$ cat src/verilog/simplebus_pkg.sv
// Shared constants and types for the Simplebus peripheral subsystem.
// Holds the bus width, the slave address map and the command-port states.
// Compile before every other design file.

`default_nettype none

package simplebus_pkg;

        localparam int BUS_WIDTH = 32;

        // Number of slave windows on the interconnect
        localparam int SLAVE_COUNT = 2;

        // Register bank window, eight words
        localparam logic [BUS_WIDTH-1:0] REGBANK_LOW  = 32'h0000_0000;
        localparam logic [BUS_WIDTH-1:0] REGBANK_HIGH = 32'h0000_0020;

        // Scratch RAM window, 256 words
        localparam logic [BUS_WIDTH-1:0] RAM_LOW  = 32'h0000_1000;
        localparam logic [BUS_WIDTH-1:0] RAM_HIGH = 32'h0000_1400;

        // Slot 0 is the register bank, slot 1 the RAM
        localparam logic [BUS_WIDTH-1:0] SLAVE_LOW [SLAVE_COUNT] = '{REGBANK_LOW, RAM_LOW};
        localparam logic [BUS_WIDTH-1:0] SLAVE_HIGH [SLAVE_COUNT] = '{REGBANK_HIGH, RAM_HIGH};

        // Read data returned for an address outside every window
        localparam logic [BUS_WIDTH-1:0] DECODE_ERROR_DATA = 32'hdead_beef;

        // Last register word is the write counter
        localparam int REG_COUNT = 8;
        localparam int REG_INDEX_WIDTH = $clog2(REG_COUNT);

        localparam int RAM_DEPTH = 256;
        localparam int RAM_INDEX_WIDTH = $clog2(RAM_DEPTH);

        typedef enum logic [1:0] {
                IDLE,
                ISSUE,
                WAIT_DATA,
                DONE
        } cmd_state_t;

endpackage

`default_nettype wire
$ cat src/verilog/simplebus_if.sv
// Simplebus connection between one master and one slave.
// The master modport drives the request, the slave modport the response.

`default_nettype none

interface simplebus_if;
        import simplebus_pkg::*;

        logic [BUS_WIDTH-1:0] sb_address;
        logic [BUS_WIDTH-1:0] sb_write_data;
        logic                 sb_write_strobe;
        logic                 sb_read_strobe;
        logic [BUS_WIDTH-1:0] sb_read_data;
        logic                 sb_read_valid;
        logic                 sb_ready;

        modport master (
                output sb_address,
                output sb_write_data,
                output sb_write_strobe,
                output sb_read_strobe,
                input  sb_read_data,
                input  sb_read_valid,
                input  sb_ready
        );

        modport slave (
                input  sb_address,
                input  sb_write_data,
                input  sb_write_strobe,
                input  sb_read_strobe,
                output sb_read_data,
                output sb_read_valid,
                output sb_ready
        );

endinterface

`default_nettype wire

$ cat src/verilog/bus_command_port.sv
// Four-phase req/ack command port acting as the Simplebus master.
// Each command becomes one strobe; reads wait for data before ack,
// writes are posted and acknowledged right after the strobe.

`default_nettype none

module bus_command_port (
        input  logic                                clock,
        input  logic                                rst,
        input  logic                                cmd_req,
        input  logic                                cmd_write,
        input  logic [simplebus_pkg::BUS_WIDTH-1:0] cmd_address,
        input  logic [simplebus_pkg::BUS_WIDTH-1:0] cmd_write_data,
        output logic                                cmd_ack,
        output logic [simplebus_pkg::BUS_WIDTH-1:0] cmd_read_data,
        simplebus_if.master                         bus
);
        import simplebus_pkg::*;

        cmd_state_t state;
        cmd_state_t next_state;
        logic       issue_now;

        always_ff @(posedge clock) begin
                if (rst) begin
                        state <= IDLE;
                end else begin
                        state <= next_state;
                end
        end

        always_comb begin
                next_state = state;
                case (state)
                        IDLE: begin
                                if (cmd_req) begin
                                        next_state = ISSUE;
                                end
                        end
                        ISSUE: begin
                                // Stall here while the interconnect is not ready
                                if (bus.sb_ready) begin
                                        next_state = cmd_write ? DONE : WAIT_DATA;
                                end
                        end
                        WAIT_DATA: begin
                                if (bus.sb_read_valid) begin
                                        next_state = DONE;
                                end
                        end
                        DONE: begin
                                if (!cmd_req) begin
                                        next_state = IDLE;
                                end
                        end
                        default: next_state = IDLE;
                endcase
        end

        assign issue_now = (state == ISSUE) && bus.sb_ready;

        // Agent holds the command fields stable for the whole handshake
        assign bus.sb_address      = cmd_address;
        assign bus.sb_write_data   = cmd_write_data;
        assign bus.sb_write_strobe = issue_now && cmd_write;
        assign bus.sb_read_strobe  = issue_now && !cmd_write;

        always_ff @(posedge clock) begin
                if ((state == WAIT_DATA) && bus.sb_read_valid) begin
                        cmd_read_data <= bus.sb_read_data;
                end
        end

        assign cmd_ack = (state == DONE);

        a_ack_needs_req: assert property (
                @(posedge clock) disable iff (rst) $rose(cmd_ack) |-> cmd_req
        );

        // A response may only arrive for the read being waited on
        a_valid_while_waiting: assert property (
                @(posedge clock) disable iff (rst)
                bus.sb_read_valid |-> (state == WAIT_DATA)
        );

endmodule

`default_nettype wire

$ cat src/flat_wrapper.sv
// flat-port wrapper written by rule: the top's interface ports become plain ports
module bus_command_port_flat import simplebus_pkg::*;
  (clock, rst, cmd_req, cmd_write, cmd_address, cmd_write_data, cmd_ack, cmd_read_data, bus_sb_address, bus_sb_write_data, bus_sb_write_strobe, bus_sb_read_strobe, bus_sb_read_data, bus_sb_read_valid, bus_sb_ready);
  simplebus_if bus_i ();
  input  logic clock;
  input  logic rst;
  input  logic cmd_req;
  input  logic cmd_write;
  input  logic [simplebus_pkg::BUS_WIDTH-1:0] cmd_address;
  input  logic [simplebus_pkg::BUS_WIDTH-1:0] cmd_write_data;
  output logic cmd_ack;
  output logic [simplebus_pkg::BUS_WIDTH-1:0] cmd_read_data;
  output wire logic [$bits(bus_i.sb_address)-1:0] bus_sb_address;
  output wire logic [$bits(bus_i.sb_write_data)-1:0] bus_sb_write_data;
  output wire logic [$bits(bus_i.sb_write_strobe)-1:0] bus_sb_write_strobe;
  output wire logic [$bits(bus_i.sb_read_strobe)-1:0] bus_sb_read_strobe;
  input wire logic [$bits(bus_i.sb_read_data)-1:0] bus_sb_read_data;
  input wire logic [$bits(bus_i.sb_read_valid)-1:0] bus_sb_read_valid;
  input wire logic [$bits(bus_i.sb_ready)-1:0] bus_sb_ready;
  assign bus_sb_address = bus_i.sb_address;
  assign bus_sb_write_data = bus_i.sb_write_data;
  assign bus_sb_write_strobe = bus_i.sb_write_strobe;
  assign bus_sb_read_strobe = bus_i.sb_read_strobe;
  assign bus_i.sb_read_data = bus_sb_read_data;
  assign bus_i.sb_read_valid = bus_sb_read_valid;
  assign bus_i.sb_ready = bus_sb_ready;
  bus_command_port u_core (.clock(clock), .rst(rst), .cmd_req(cmd_req), .cmd_write(cmd_write), .cmd_address(cmd_address), .cmd_write_data(cmd_write_data), .cmd_ack(cmd_ack), .cmd_read_data(cmd_read_data), .bus(bus_i));
endmodule
$ cat config.mk
export PLATFORM = sky130hd
export DESIGN_NAME = bus_command_port_flat
export DESIGN_NICKNAME = d
export VERILOG_FILES = /design/src/verilog/simplebus_pkg.sv /design/src/verilog/simplebus_if.sv /design/src/verilog/bus_command_port.sv /design/src/flat_wrapper.sv
export SDC_FILE = /design/constraint.sdc
export NUM_CORES = 1
export LEC_CHECK = 0
export ABC_AREA = 1
export BUFFER_PORTS_ARGS = -buffer_cell sky130_fd_sc_hd__buf_2
export CAP_MARGIN = 20
export CORE_AREA = 10 10 91 77
export CTS_CLUSTER_DIAMETER = 80
export DETAILED_ROUTE_END_ITERATION = 16
export DIE_AREA = 0 0 101 87
export PLACE_DENSITY = 0.79
export SYNTH_ARGS = -nofsm -noshare
export SYNTH_HDL_FRONTEND = slang
export SYNTH_SLANG_ARGS = --single-unit
$ cat constraint.sdc
create_clock -name clock -period 2.3 [get_ports clock]
set_input_delay 0.23 -clock clock [delete_from_list [all_inputs] [get_ports clock]]
set_output_delay 0.23 -clock clock [all_outputs]
set_load 0.03 [all_outputs]
# Word-level counts from Yosys, hierarchy flattened
# Index checks and enable logic that the tools add are counted.
classes:
  eq_ne: 7
  muxes: 6
  reduce_logical: 7
ops:
  columns: ["cell", "count"]
  rows:
  - ["$mux 2", 4]
  - ["$ne 2x2->1 const B", 4]
  - ["$pmux 2 s4", 1]
  - ["$eq 2x2->1 const B", 2]
  - ["$logic_and 1x1->1", 4]
  - ["$reduce_and 4->1", 1]
  - ["$eq 2x1->1 const B", 1]
  - ["$logic_not 2->1", 1]
  - ["$logic_not 1->1", 1]
  - ["$mux 1", 1]
totals:
  regBits: 34
  in_bits: 102
  elab_cells: 22

# Logic depth before layout (Yosys ltp)
logic_depth:
  word_depth: 3
  depth_mapped: 7
  ltp_nobuf: 7

# Worst setup path before layout
# No wires, ideal clock.
synth_timing:
  path_type: "register to register"
  startpoint: "register u_core.state[0]"
  endpoint: "register u_core.cmd_read_data[0] (netlist name) (enable)"
  arrival_ps: 1254
  slack_ps: 660
  path_stages_with_launch: 5
  synth_period_minus_slack_ps: 1640
  cell_sequence: "dfxtp_1 inv_1 ha_1 nand2_1 inv_1"
synth_between:
  elab_chain_cells: 2
synth_rtl:
  columns: ["element", "line_no", "text"]
  rows:
  - ["start: declaration", "bus_command_port.sv:20", "cmd_state_t state;"]
  - ["start signal: assignment", "bus_command_port.sv:28", "state <= next_state;"]
  - ["$eq 2x2->1", "bus_command_port.sv:69", "if ((state == WAIT_DATA) && bus.sb_read_valid) begin"]
  - ["$logic_and 1x1->1", "bus_command_port.sv:69", null]
  - ["end signal: assignment", "bus_command_port.sv:70", "cmd_read_data <= bus.sb_read_data;"]
  - ["end: declaration", "bus_command_port.sv:15", "output logic [simplebus_pkg::BUS_WIDTH-1:0] cmd_read_data,"]
# No other way between the ends.
# A chain may end at the register's enable or synchronous reset.

# Worst setup path after layout
layout_timing:
  startpoint: "register u_core.state[0]"
  endpoint: "output port bus_sb_read_strobe"
layout_between:
  elab_chain_cells: 3
layout_rtl:
  columns: ["element", "line_no", "text"]
  rows:
  - ["$eq 2x1->1", "bus_command_port.sv:60", "assign issue_now = (state == ISSUE) && bus.sb_ready;"]
  - ["$logic_and 1x1->1", "bus_command_port.sv:60", null]
  - ["$logic_and 1x1->1", "bus_command_port.sv:66", "assign bus.sb_read_strobe = issue_now && !cmd_write;"]
  - ["end: declaration", "flat_wrapper.sv:16", "output wire logic [$bits(bus_i.sb_read_strobe)-1:0] bus_sb_read_strobe;"]
# No other way between the ends.

==> flow_summary.json <==
{
  "status": "finished clean",
  "synth_nets": 235,
  "yosysUniqueCellTypes": 14,
  "internal-power_w": 0.00135,
  "antenna_cells": 0,
  "syn_area_per_cell_um2": 12.9,
  "rr_startpoint": "u_core.state[0]",
  "irDropWorstVdd_mv": 0.665,
  "leakagePower_nw": 0.768,
  "holdWs_ns": 0.115,
  "min_period_ns": 1.51,
  "synth.cell_area_um2": 1660,
  "fmax_mhz": 662,
  "start_util_pct": 31.6,
  "die_area_um2": 8790,
  "grt_use_total_pct": 7.67,
  "post-cts-setup-buffer-count": 0,
  "drt_iter0_drc": 34,
  "cts_tree": "built",
  "multi_input_area_um2": 159,
  "die_width_um": 101,
  "drc_errors": 0,
  "path_clk_slew_ns": 0.07,
  "ff_latch_area_um2": 1000,
  "hold_viol": 0,
  "drv_cap": 0,
  "cts-resized-gates": 0,
  "top_layer": "met4",
  "syn-instance-count": 129,
  "wl_met3_um": 716,
  "crit_path_start_kind": "flop",
  "drive_gt1_share_pct": 58.2,
  "grt_overflow": 0,
  "ff2ff_setup_slack_ns": 0.88,
  "hpwlAfterDp_um": 3030,
  "antenna_found_initial": 0,
  "io-pin-count": 201,
  "holdBufCountCts": 0,
  "stdcell_count": 211,
  "dr.pass1.iters": 4,
  "crit_path_end": "bus_sb_read_strobe",
  "fin_nets": 251,
  "cts-htree-levels": 2,
  "final-max-slew-violation-count": 0,
  "worstSkewPairLatency_ns": 0.28,
  "wl_per_cell_um": 17.4,
  "grt_first_pass_wirelength_um": 5160,
  "num_rows": 24,
  "p_per_area_nw_per_um2": 1070,
  "root_buffer": "clkbuf_8",
  "core_um2": 5260,
  "final_common_cell": "buf_2",
  "tightest_slew_ns": 0.396,
  "die_h_um": 87,
  "first_global_vias": 932,
  "yosys_warnings": 0,
  "fin_skew_ns": 0.00429,
  "seqPwrFrac_pct": 42.8,
  "ant_nets": 0,
  "cp.arrival_ns": 1.28,
  "tns_ns": 0,
  "clockBufferDepth": 2,
  "fill_cells": 494,
  "crit_type": "flop to output pin",
  "portBuffers": 72,
  "yosysSeqAreaShare_pct": 60.2,
  "setup_viol": 0,
  "worst-r2r-cell-count": 5,
  "combPwrFrac_pct": 22.8,
  "worstPathMaxFanout": 5,
  "dp.cells": 203,
  "crit_required_ns": 2.07,
  "grt_max_degree": 33,
  "num_vias": 862,
  "layout_worst_path_cycle_share_pct": 65.7,
  "rr_endpoint": "u_core.cmd_read_data[3]",
  "via_per_inst": 4.09,
  "numCtsBuffers": 5,
  "switchingPower_w": 0.000541,
  "ys_seq_elements": 34,
  "cts.sinks": 34,
  "crit_start": "u_core.state[0]",
  "drt_wl_total_um": 3670,
  "route.met2.wl_um": 1600,
  "final_cell_mix": "buf_2, edfxtp_1, nand2_1",
  "p_sw_share_pct": 28.7,
  "max-slew-margin-rel_pct": 73.6,
  "hp-class": "primary input to flop",
  "globalplace.congestion": 0.713,
  "p_total_w": 0.00189,
  "met1_length_um": 1190,
  "rsz0062_at_grt": "false",
  "clkPwrFrac_pct": 34.4,
  "cp-end-kind": "output pin",
  "area_growth_pct": 6.40
}
[layer usage]
layer | vias up | track usage (%)
li1 | 387 | -
met1 | 362 | 6.71
met2 | 87 | 11.2
met3 | 26 | 6.75
met4 | 0 | 5.69
met5 | - | 0
[per-stage QoR]
step / utilization, % / setup slack (ns) / instance area [um^2]
3_5_place_dp: 31.0 / 0.879 / 1630
6_report: 33.7 / 0.789 / 1770
5_1_grt: 33.7 / 0.670 / 1770
2_1_floorplan: - / 0.660 / 1660
3_3_place_gp: 31.0 / 0.921 / 1630
4_1_cts: 33.7 / 0.771 / 1770
[cell families after synthesis]
kind of cell / Yosys count / share of synthesized area, %
DFF: 34 / 60.2
and+or+nand+nor: 17 / 5.34
buffers and inverters: 70 / 30.2
AOI/OAI and AO/OA: 4 / 1.20
adders and majority gates: 4 / 3.01
[worst min-delay path by stage]
stage                               startpoint                        to  slack (ns)  cells after the start
after global routing                       rst           u_core.state[0]        0.11                      2
after detailed placement  bus_sb_read_data[12]  u_core.cmd_read_data[12]        0.41                      1
final                                      rst           u_core.state[1]        0.11                      2
after global placement                     rst           u_core.state[0]        0.41                      2
after CTS                                  rst           u_core.state[1]        0.11                      2
after floorplan                            rst           u_core.state[0]        0.30                      1
[synth_stat cells (all sizes together)]
library cell	number	share of area (%)
inv	6	1.4
nand3b	1	0.45
nand2	12	3.5
o21ai	2	0.60
dfxtp	2	2.4
edfxtp	32	58
a21oi	2	0.60
ha	4	3.0
nand3	1	0.30
nor2	3	1.1
buf	64	29
[critical path, cell delays in order, from the launching register on]
cell     delay (ns)
dfxtp_1        0.40
ha_1           0.25
nand2_1        0.08
nor2_1         0.08
buf_2          0.20
[area by class of cell]
class	count	share of cell area, %
flip-flops and latches	34	56.6
clock inverters	3	3.89
multi-input cells	25	8.98
clock buffers	5	3.89
inverters	6	1.27
repair buffers	73	20.8
well taps	65	4.60
[power by group through the flow]
stage	sequential, W	clock (W)	combinational, W
floorplan	0.000942	0	0.000387
global placement	0.000818	0	0.000425
detailed placement	0.000822	0	0.000436
CTS	0.000809	0.000666	0.000438
global route	0.000817	0.000694	0.000475
finish	0.000808	0.000650	0.000430
[flip-flops by register name, indices dropped and copies added (netlist names)]
register              flops
u_core.cmd_read_data     32
u_core.state              2
Power figures use the tool's default switching activity.
