File: src/verilog/simplebus_pkg.sv
// Shared constants and types for the Simplebus peripheral subsystem.
// Holds the bus width, the slave address map and the command-port states.
// Compile before every other design file.

`default_nettype none

package simplebus_pkg;

        localparam int BUS_WIDTH = 32;

        // Number of slave windows on the interconnect
        localparam int SLAVE_COUNT = 2;

        // Register bank window, eight words
        localparam logic [BUS_WIDTH-1:0] REGBANK_LOW  = 32'h0000_0000;
        localparam logic [BUS_WIDTH-1:0] REGBANK_HIGH = 32'h0000_0020;

        // Scratch RAM window, 256 words
        localparam logic [BUS_WIDTH-1:0] RAM_LOW  = 32'h0000_1000;
        localparam logic [BUS_WIDTH-1:0] RAM_HIGH = 32'h0000_1400;

        // Slot 0 is the register bank, slot 1 the RAM
        localparam logic [BUS_WIDTH-1:0] SLAVE_LOW [SLAVE_COUNT] = '{REGBANK_LOW, RAM_LOW};
        localparam logic [BUS_WIDTH-1:0] SLAVE_HIGH [SLAVE_COUNT] = '{REGBANK_HIGH, RAM_HIGH};

        // Read data returned for an address outside every window
        localparam logic [BUS_WIDTH-1:0] DECODE_ERROR_DATA = 32'hdead_beef;

        // Last register word is the write counter
        localparam int REG_COUNT = 8;
        localparam int REG_INDEX_WIDTH = $clog2(REG_COUNT);

        localparam int RAM_DEPTH = 256;
        localparam int RAM_INDEX_WIDTH = $clog2(RAM_DEPTH);

        typedef enum logic [1:0] {
                IDLE,
                ISSUE,
                WAIT_DATA,
                DONE
        } cmd_state_t;

endpackage

`default_nettype wire
File: src/verilog/simplebus_if.sv
// Simplebus connection between one master and one slave.
// The master modport drives the request, the slave modport the response.

`default_nettype none

interface simplebus_if;
        import simplebus_pkg::*;

        logic [BUS_WIDTH-1:0] sb_address;
        logic [BUS_WIDTH-1:0] sb_write_data;
        logic                 sb_write_strobe;
        logic                 sb_read_strobe;
        logic [BUS_WIDTH-1:0] sb_read_data;
        logic                 sb_read_valid;
        logic                 sb_ready;

        modport master (
                output sb_address,
                output sb_write_data,
                output sb_write_strobe,
                output sb_read_strobe,
                input  sb_read_data,
                input  sb_read_valid,
                input  sb_ready
        );

        modport slave (
                input  sb_address,
                input  sb_write_data,
                input  sb_write_strobe,
                input  sb_read_strobe,
                output sb_read_data,
                output sb_read_valid,
                output sb_ready
        );

endinterface

`default_nettype wire

File: src/verilog/register_bank.sv
// Simplebus register bank slave with eight 32-bit words.
// Words 0 to 6 are read/write; word 7 counts accepted write strobes.

`default_nettype none

module register_bank (
        input logic clock,
        input logic rst,
        simplebus_if.slave bus
);
        import simplebus_pkg::*;

        logic [BUS_WIDTH-1:0]       regs [REG_COUNT-1];
        logic [BUS_WIDTH-1:0]       write_count;
        logic [REG_INDEX_WIDTH-1:0] index;
        logic [BUS_WIDTH-1:0]       read_data_q;
        logic                       read_valid_q;

        assign index = bus.sb_address[2 +: REG_INDEX_WIDTH];

        always_ff @(posedge clock) begin
                if (rst) begin
                        for (int i = 0; i < REG_COUNT - 1; i++) begin
                                regs[i] <= '0;
                        end
                        write_count <= '0;
                end else if (bus.sb_write_strobe) begin
                        // Writes to the counter word are dropped but still counted
                        if (index != REG_INDEX_WIDTH'(REG_COUNT - 1)) begin
                                regs[index] <= bus.sb_write_data;
                        end
                        write_count <= write_count + 1'b1;
                end
        end

        always_ff @(posedge clock) begin
                if (rst) begin
                        read_valid_q <= 1'b0;
                end else begin
                        read_valid_q <= bus.sb_read_strobe;
                end
        end

        always_ff @(posedge clock) begin
                if (bus.sb_read_strobe) begin
                        read_data_q <= (index == REG_INDEX_WIDTH'(REG_COUNT - 1)) ?
                                       write_count : regs[index];
                end
        end

        assign bus.sb_read_valid = read_valid_q;
        assign bus.sb_read_data  = read_valid_q ? read_data_q : '0;
        assign bus.sb_ready      = 1'b1;

endmodule

`default_nettype wire

File: src/flat_wrapper.sv
// flat-port wrapper written by rule: the top's interface ports become plain ports
module register_bank_flat import simplebus_pkg::*;
  (clock, rst, bus_sb_address, bus_sb_write_data, bus_sb_write_strobe, bus_sb_read_strobe, bus_sb_read_data, bus_sb_read_valid, bus_sb_ready);
  simplebus_if bus_i ();
  input logic clock;
  input logic rst;
  input wire logic [$bits(bus_i.sb_address)-1:0] bus_sb_address;
  input wire logic [$bits(bus_i.sb_write_data)-1:0] bus_sb_write_data;
  input wire logic [$bits(bus_i.sb_write_strobe)-1:0] bus_sb_write_strobe;
  input wire logic [$bits(bus_i.sb_read_strobe)-1:0] bus_sb_read_strobe;
  output wire logic [$bits(bus_i.sb_read_data)-1:0] bus_sb_read_data;
  output wire logic [$bits(bus_i.sb_read_valid)-1:0] bus_sb_read_valid;
  output wire logic [$bits(bus_i.sb_ready)-1:0] bus_sb_ready;
  assign bus_i.sb_address = bus_sb_address;
  assign bus_i.sb_write_data = bus_sb_write_data;
  assign bus_i.sb_write_strobe = bus_sb_write_strobe;
  assign bus_i.sb_read_strobe = bus_sb_read_strobe;
  assign bus_sb_read_data = bus_i.sb_read_data;
  assign bus_sb_read_valid = bus_i.sb_read_valid;
  assign bus_sb_ready = bus_i.sb_ready;
  register_bank u_core (.clock(clock), .rst(rst), .bus(bus_i));
endmodule
File: config.mk
export PLATFORM = sky130hd
export DESIGN_NAME = register_bank_flat
export DESIGN_NICKNAME = d
export VERILOG_FILES = /design/src/verilog/simplebus_pkg.sv /design/src/verilog/simplebus_if.sv /design/src/verilog/register_bank.sv /design/src/flat_wrapper.sv
export SDC_FILE = /design/constraint.sdc
export NUM_CORES = 1
export LEC_CHECK = 0
export ABC_AREA = 1
export ABC_CLOCK_PERIOD_IN_PS = 5800
export BUFFER_PORTS_ARGS = -buffer_cell sky130_fd_sc_hd__buf_2
export CORE_AREA = 5 5 148 179
export CTS_CLUSTER_DIAMETER = 50
export DETAILED_ROUTE_END_ITERATION = 8
export DIE_AREA = 0 0 153 184
export PLACE_DENSITY_LB_ADDON = 0.12
export SLEW_MARGIN = 20
export SYNTH_ARGS = -nofsm -noshare
export SYNTH_HDL_FRONTEND = slang
export SYNTH_SLANG_ARGS = --single-unit
File: constraint.sdc
create_clock -name clock -period 5.8 [get_ports clock]
set_input_delay 0 -clock clock [delete_from_list [all_inputs] [get_ports clock]]
set_output_delay 0 -clock clock [all_outputs]
set_load 0.03 [all_outputs]
## After elaboration in Yosys (flattened, before gate mapping)

Memories as Yosys holds them, arrays and structs flattened.
Cells that the tools add are included.
Widths: inputs -> output; s select.

| operators by class | value |
|---|---|
| reductions and logical operators | 1 |
| add/subtract/negate cells | 1 |
| mux-type cells | 11 |
| equal/unequal tests | 2 |

Operators by type and width:

| cell | count |
|---|---|
| $mux 32 | 3 |
| $add 32x1->32 const B | 1 |
| $reduce_or 32->1 | 1 |
| $mux 1 | 7 |
| $eq 3x3->1 const B | 1 |
| $mux 3 | 1 |
| $ne 3x3->1 const B | 1 |

| storage, ports and cells | value |
|---|---|
| output and inout port bits | 34 |
| bits of input ports | 68 |
| memories | 1 |
| word-level logic and storage cells | 19 |
| RAM bits | 224 |
| register bits | 65 |

Memory list:

| name | depth | width | read ports | clocked after memory_dff | write ports | line | text |
|---|---|---|---|---|---|---|---|
| u_core.regs | 7 | 32 | 1 | 0 | 7 | register_bank.sv:13 | `logic [BUS_WIDTH-1:0] regs [REG_COUNT-1];` |

## Depth between registers and ports, before layout

| depth | value |
|---|---|
| word-level depth | 7 |
| depth in mapped cells | 10 |
| mapped depth without buffers | 10 |

## Least setup slack after synthesis

OpenSTA, ideal clock, no wires.

| path | value |
|---|---|
| path kind | input to register |
| start point | in bus_sb_address[4] |
| end point | mem u_core.regs[5][0] (enable) |
| stages on the path | 4 |
| slack | 1.471 ns |
| arrival | 3.818 ns |
| path buffers | 2 |
| setup time | 0.511 ns |
| required time | 5.289 ns |
| cell sequence | buf_2 -> inv_2 -> clkbuf_1 -> o41ai_1 |

RTL lines:

| item | line | text |
|---|---|---|
| start: declaration | flat_wrapper.sv:7 | `input wire logic [$bits(bus_i.sb_address)-1:0] bus_sb_address;` |
| end: declaration | register_bank.sv:13 |  |

==> flow_metrics.py <==
metrics = {
    "run_status": {
        "run_status": "finished clean",
    },
    "synthesis": {
        "avgSynthCellArea_sq_um": 8.997,
        "muxShareOfSynthArea_pct": 0,
        "synth_fa_ha_area_share_pct": 0.09422,
        "netlist_instances": 1476,
        "yosysWarningCount": 0,
        "yosysSeqAreaShare_pct": 60.45,
        "synth_cell_type_count": 37,
        "syn-num-nets": 1545,
        "synth_seq_cells": 289,
        "synth_compound_area_share_pct": 6.077,
        "synth_top_family_by_area": "simple AND/OR/NAND/NOR gates",
        "syn_area_sq_um": 13280,
        "yosys.area_share.simple_pct": 25.60,
        "synth-xor-area-share_pct": 0.3298,
    },
    "cells_and_area": {
        "fin_cells": 1898,
        "seqCellArea_sq_um": 8028,
        "multi_input_area_sq_um": 4274,
        "nNetsFinal": 1618,
        "syn_to_final_growth_pct": 15.00,
        "n_antenna_cell": 0,
        "fillerInstances": 2100,
        "drive_gt1_share_pct": 12.08,
    },
    "clocking": {
        "clock_tree.buffer_depth": 3,
        "clk_pin_slew_ns": 0.06,
        "insertion_delay_ns": 0.55,
        "cts-root-buf": "clkbuf_16",
        "postCtsHoldBufs": 35,
        "clock_sinks": 289,
        "cts_resized": 0,
        "cts_setup_buffers": 0,
        "tritoncts": "yes",
        "cts_inserted_buffers": 30,
        "cts.htree.levels": 1,
    },
    "sta": {
        "tightest_slew_ns": 0.9970,
        "worst_slack_ns": 2.481,
        "period_needed_ns": 3.319,
        "setup-violations-final": 0,
        "fmax_mhz": 301.3,
        "rsz0062_at_grt": "false",
        "finalMaxSlewViolations": 0,
        "slew_headroom_pct": 33.30,
        "tns_ns": 0,
        "post-route-period-util_pct": 57.22,
        "clock_skew_ns": 0.008962,
        "hold_viol_final": 0,
    },
    "setup_path": {
        "worst_r2r_path_depth": 10,
        "path_max_fanout": 36,
        "crit_path_end_kind": "flip-flop",
        "worstPathCellList": "dlygate4sd3_1 > buf_2 > buf_4 > nand3_2 > nand3_4 > nor2_2 > nand2_1 > inv_2 > nand2_2 > nand2_1 > buf_4",
        "cp-start-kind": "input port",
        "cpPeakStageDelay_ns": 0.55,
        "critPathKind": "in -> reg",
        "reg2reg_from": "u_core.write_count[1]",
        "worstPathArrival_ns": 3.50,
        "r2r_slack_ns": 3.99,
        "cp_slowest_cell": "nand2_2",
        "cp.required_ns": 5.98,
        "reg2reg_to": "u_core.write_count[18]",
    },
    "grt": {
        "grt_pass1_vias": 10017,
        "grt-ovfl-total": 0,
        "grt_pass1_wl_mm": 55.34,
        "grt_util_all_layers_pct": 24.88,
        "grt_max_degree": 86,
        "antenna_found_initial": 0,
    },
    "drt": {
        "num_vias": 10219,
        "drc_errors": 0,
        "viasPerCell": 5.384,
        "routed_wl_mm": 34.85,
        "drt-initial-drc-count": 886,
        "detail-route-antenna-nets": 0,
        "wl_per_cell_um": 18.36,
        "drt_first_pass_iters": 5,
    },
    "hold_path": {
        "holdPathStages": 3,
        "min_from": "bus_sb_read_strobe",
        "whs_endpoint": "u_core.bus.sb_read_valid",
        "hp-class": "in -> reg",
    },
    "placement": {
        "pre_cts_slack_ns": 2.420,
        "place_congestion": 0.8901,
        "port-buffer-count": 71,
        "hpwlAfterDp_mm": 20.11,
        "placed_cells": 1807,
    },
    "job": {
        "drv_cap": 0,
    },
    "power": {
        "p_total_mw": 5.026,
        "power_leakage_nw": 6.006,
        "vdd_drop_max_uv": 248.3,
        "powerDensity_nw_per_um2": 329.1,
    },
    "floorplanning": {
        "die_height_um": 184,
        "num_io_pins": 102,
        "die_w_um": 153,
        "num_rows": 63,
        "initial_core_util_pct": 54.35,
        "dieArea_sq_um": 28150,
        "coreArea_sq_um": 24440,
    },
}
logic make-up (layout without fill, tap and decap cells):
logic type	after synthesis	count (layout)
adder cells (fa/ha/maj)	1	1
XOR/XNOR	5	5
AO/OA/AOI/OAI	125	125
other	1	1
buffers and inverters	230	327
flip-flops	289	289
AND/OR/NAND/NOR	825	825
layout make-up:
cell class / count / share of cell area (%)
clock buffer: 38 / 5.448
clock inverter: 18 / 2.171
inverter: 147 / 3.646
multi-input combinational: 957 / 27.99
sequential: 289 / 52.56
tap: 325 / 2.663
timing repair buffer: 124 / 5.522
synthesized netlist by cell type:
cell type / number / area share, %
nor2_4: 2 / 0.17
a31oi_1: 3 / 0.14
inv_2: 5 / 0.14
a21oi_2: 30 / 2.0
o21ai_0: 31 / 1.2
edfxtp_1: 224 / 51
xor2_1: 5 / 0.33
ha_1: 1 / 0.094
nand4_1: 7 / 0.33
nand3_1: 162 / 6.1
conb_1: 1 / 0.028
dfxtp_1: 65 / 9.8
nand2_2: 3 / 0.14
clkbuf_1: 24 / 0.68
inv_1: 141 / 4.0
buf_1: 9 / 0.25
nor4_2: 1 / 0.094
nor2_2: 3 / 0.14
buf_4: 8 / 0.45
nor3b_1: 1 / 0.057
o21ai_1: 1 / 0.038
a32o_1: 9 / 0.68
a211oi_1: 1 / 0.057
nand3_4: 1 / 0.13
buf_6: 6 / 0.51
nor2_1: 296 / 8.4
nand3b_1: 1 / 0.057
buf_2: 36 / 1.4
o41ai_1: 1 / 0.066
nand2_1: 338 / 9.6
nand3_2: 1 / 0.075
o21a_1: 1 / 0.057
nor3_2: 1 / 0.075
nor3_1: 8 / 0.30
a21oi_1: 47 / 1.8
inv_4: 1 / 0.047
o21ai_4: 1 / 0.12
metal layers:
metal	global-route usage (%)	routed length, um
met5	0	0
met1	34.31	14990
met2	41.59	16520
met3	3.555	2439
met4	7.130	897
worst max-delay path, delay by kind of cell:
kind,cells,cell delay [ns]
buffers and inverters,5,1.66
AND/OR/NAND/NOR,6,1.81
metrics by stage:
| stage | hold WS [ns] | util, % | instance area, sq um |
|---|---|---|---|
| finish | 0.1238 | 62.50 | 15270 |
| detailed placement | 0.3155 | 56.30 | 13760 |
| CTS | 0.1249 | 62.50 | 15270 |
| global route | 0.1695 | 62.50 | 15270 |
| global placement | 0.3103 | 56.30 | 13760 |
| floorplan | 0.1070 | - | 13280 |
registers in the layout (all words and copies together) (netlist names):
name and count:
u_core.read_data_q 32, u_core.bus.sb_read_valid 1, u_core.regs 224, u_core.write_count 32
worst max path at each step:
stage	depth (start not counted)	endpoint	slack, ns	from
floorplan	4	u_core.regs[5][0]	1.47	bus_sb_address[4]
global placement	9	u_core.regs[2][2]	2.45	bus_sb_address[3]
detailed placement	9	u_core.regs[2][16]	2.42	bus_sb_address[3]
CTS	11	u_core.regs[2][10]	2.52	bus_sb_address[4]
global route	11	u_core.regs[2][10]	2.34	bus_sb_address[4]
finish	11	u_core.regs[2][6]	2.48	bus_sb_address[4]
cells in the final DEF (no fill, tap or decap), types with 3 or more instances in the layout:
master and instances:
nand2_1 338, nor2_1 296, edfxtp_1 224, nand3_1 162, inv_1 139, buf_2 70
dfxtp_1 65, a21oi_1 47, dlygate4sd3_1 35, o21ai_0 31, clkbuf_16 31, a21oi_2 30
buf_4 19, a32o_1 9, bufinv_16 9, nor3_1 8, nand4_1 7, inv_2 6
xor2_1 5, clkbuf_1 4, a31oi_1 3, nor2_2 3, nand2_2 3, clkinv_1 3
clkbuf_8 3
power breakdown:
group	leakage, nW	total (mW)	switching (mW)	internal (mW)
combinational	2.75	0.395	0.281	0.114
clock	0.564	2.24	0.823	1.42
sequential	2.69	2.39	0.0348	2.35
(Power assumes the default switching activity.)
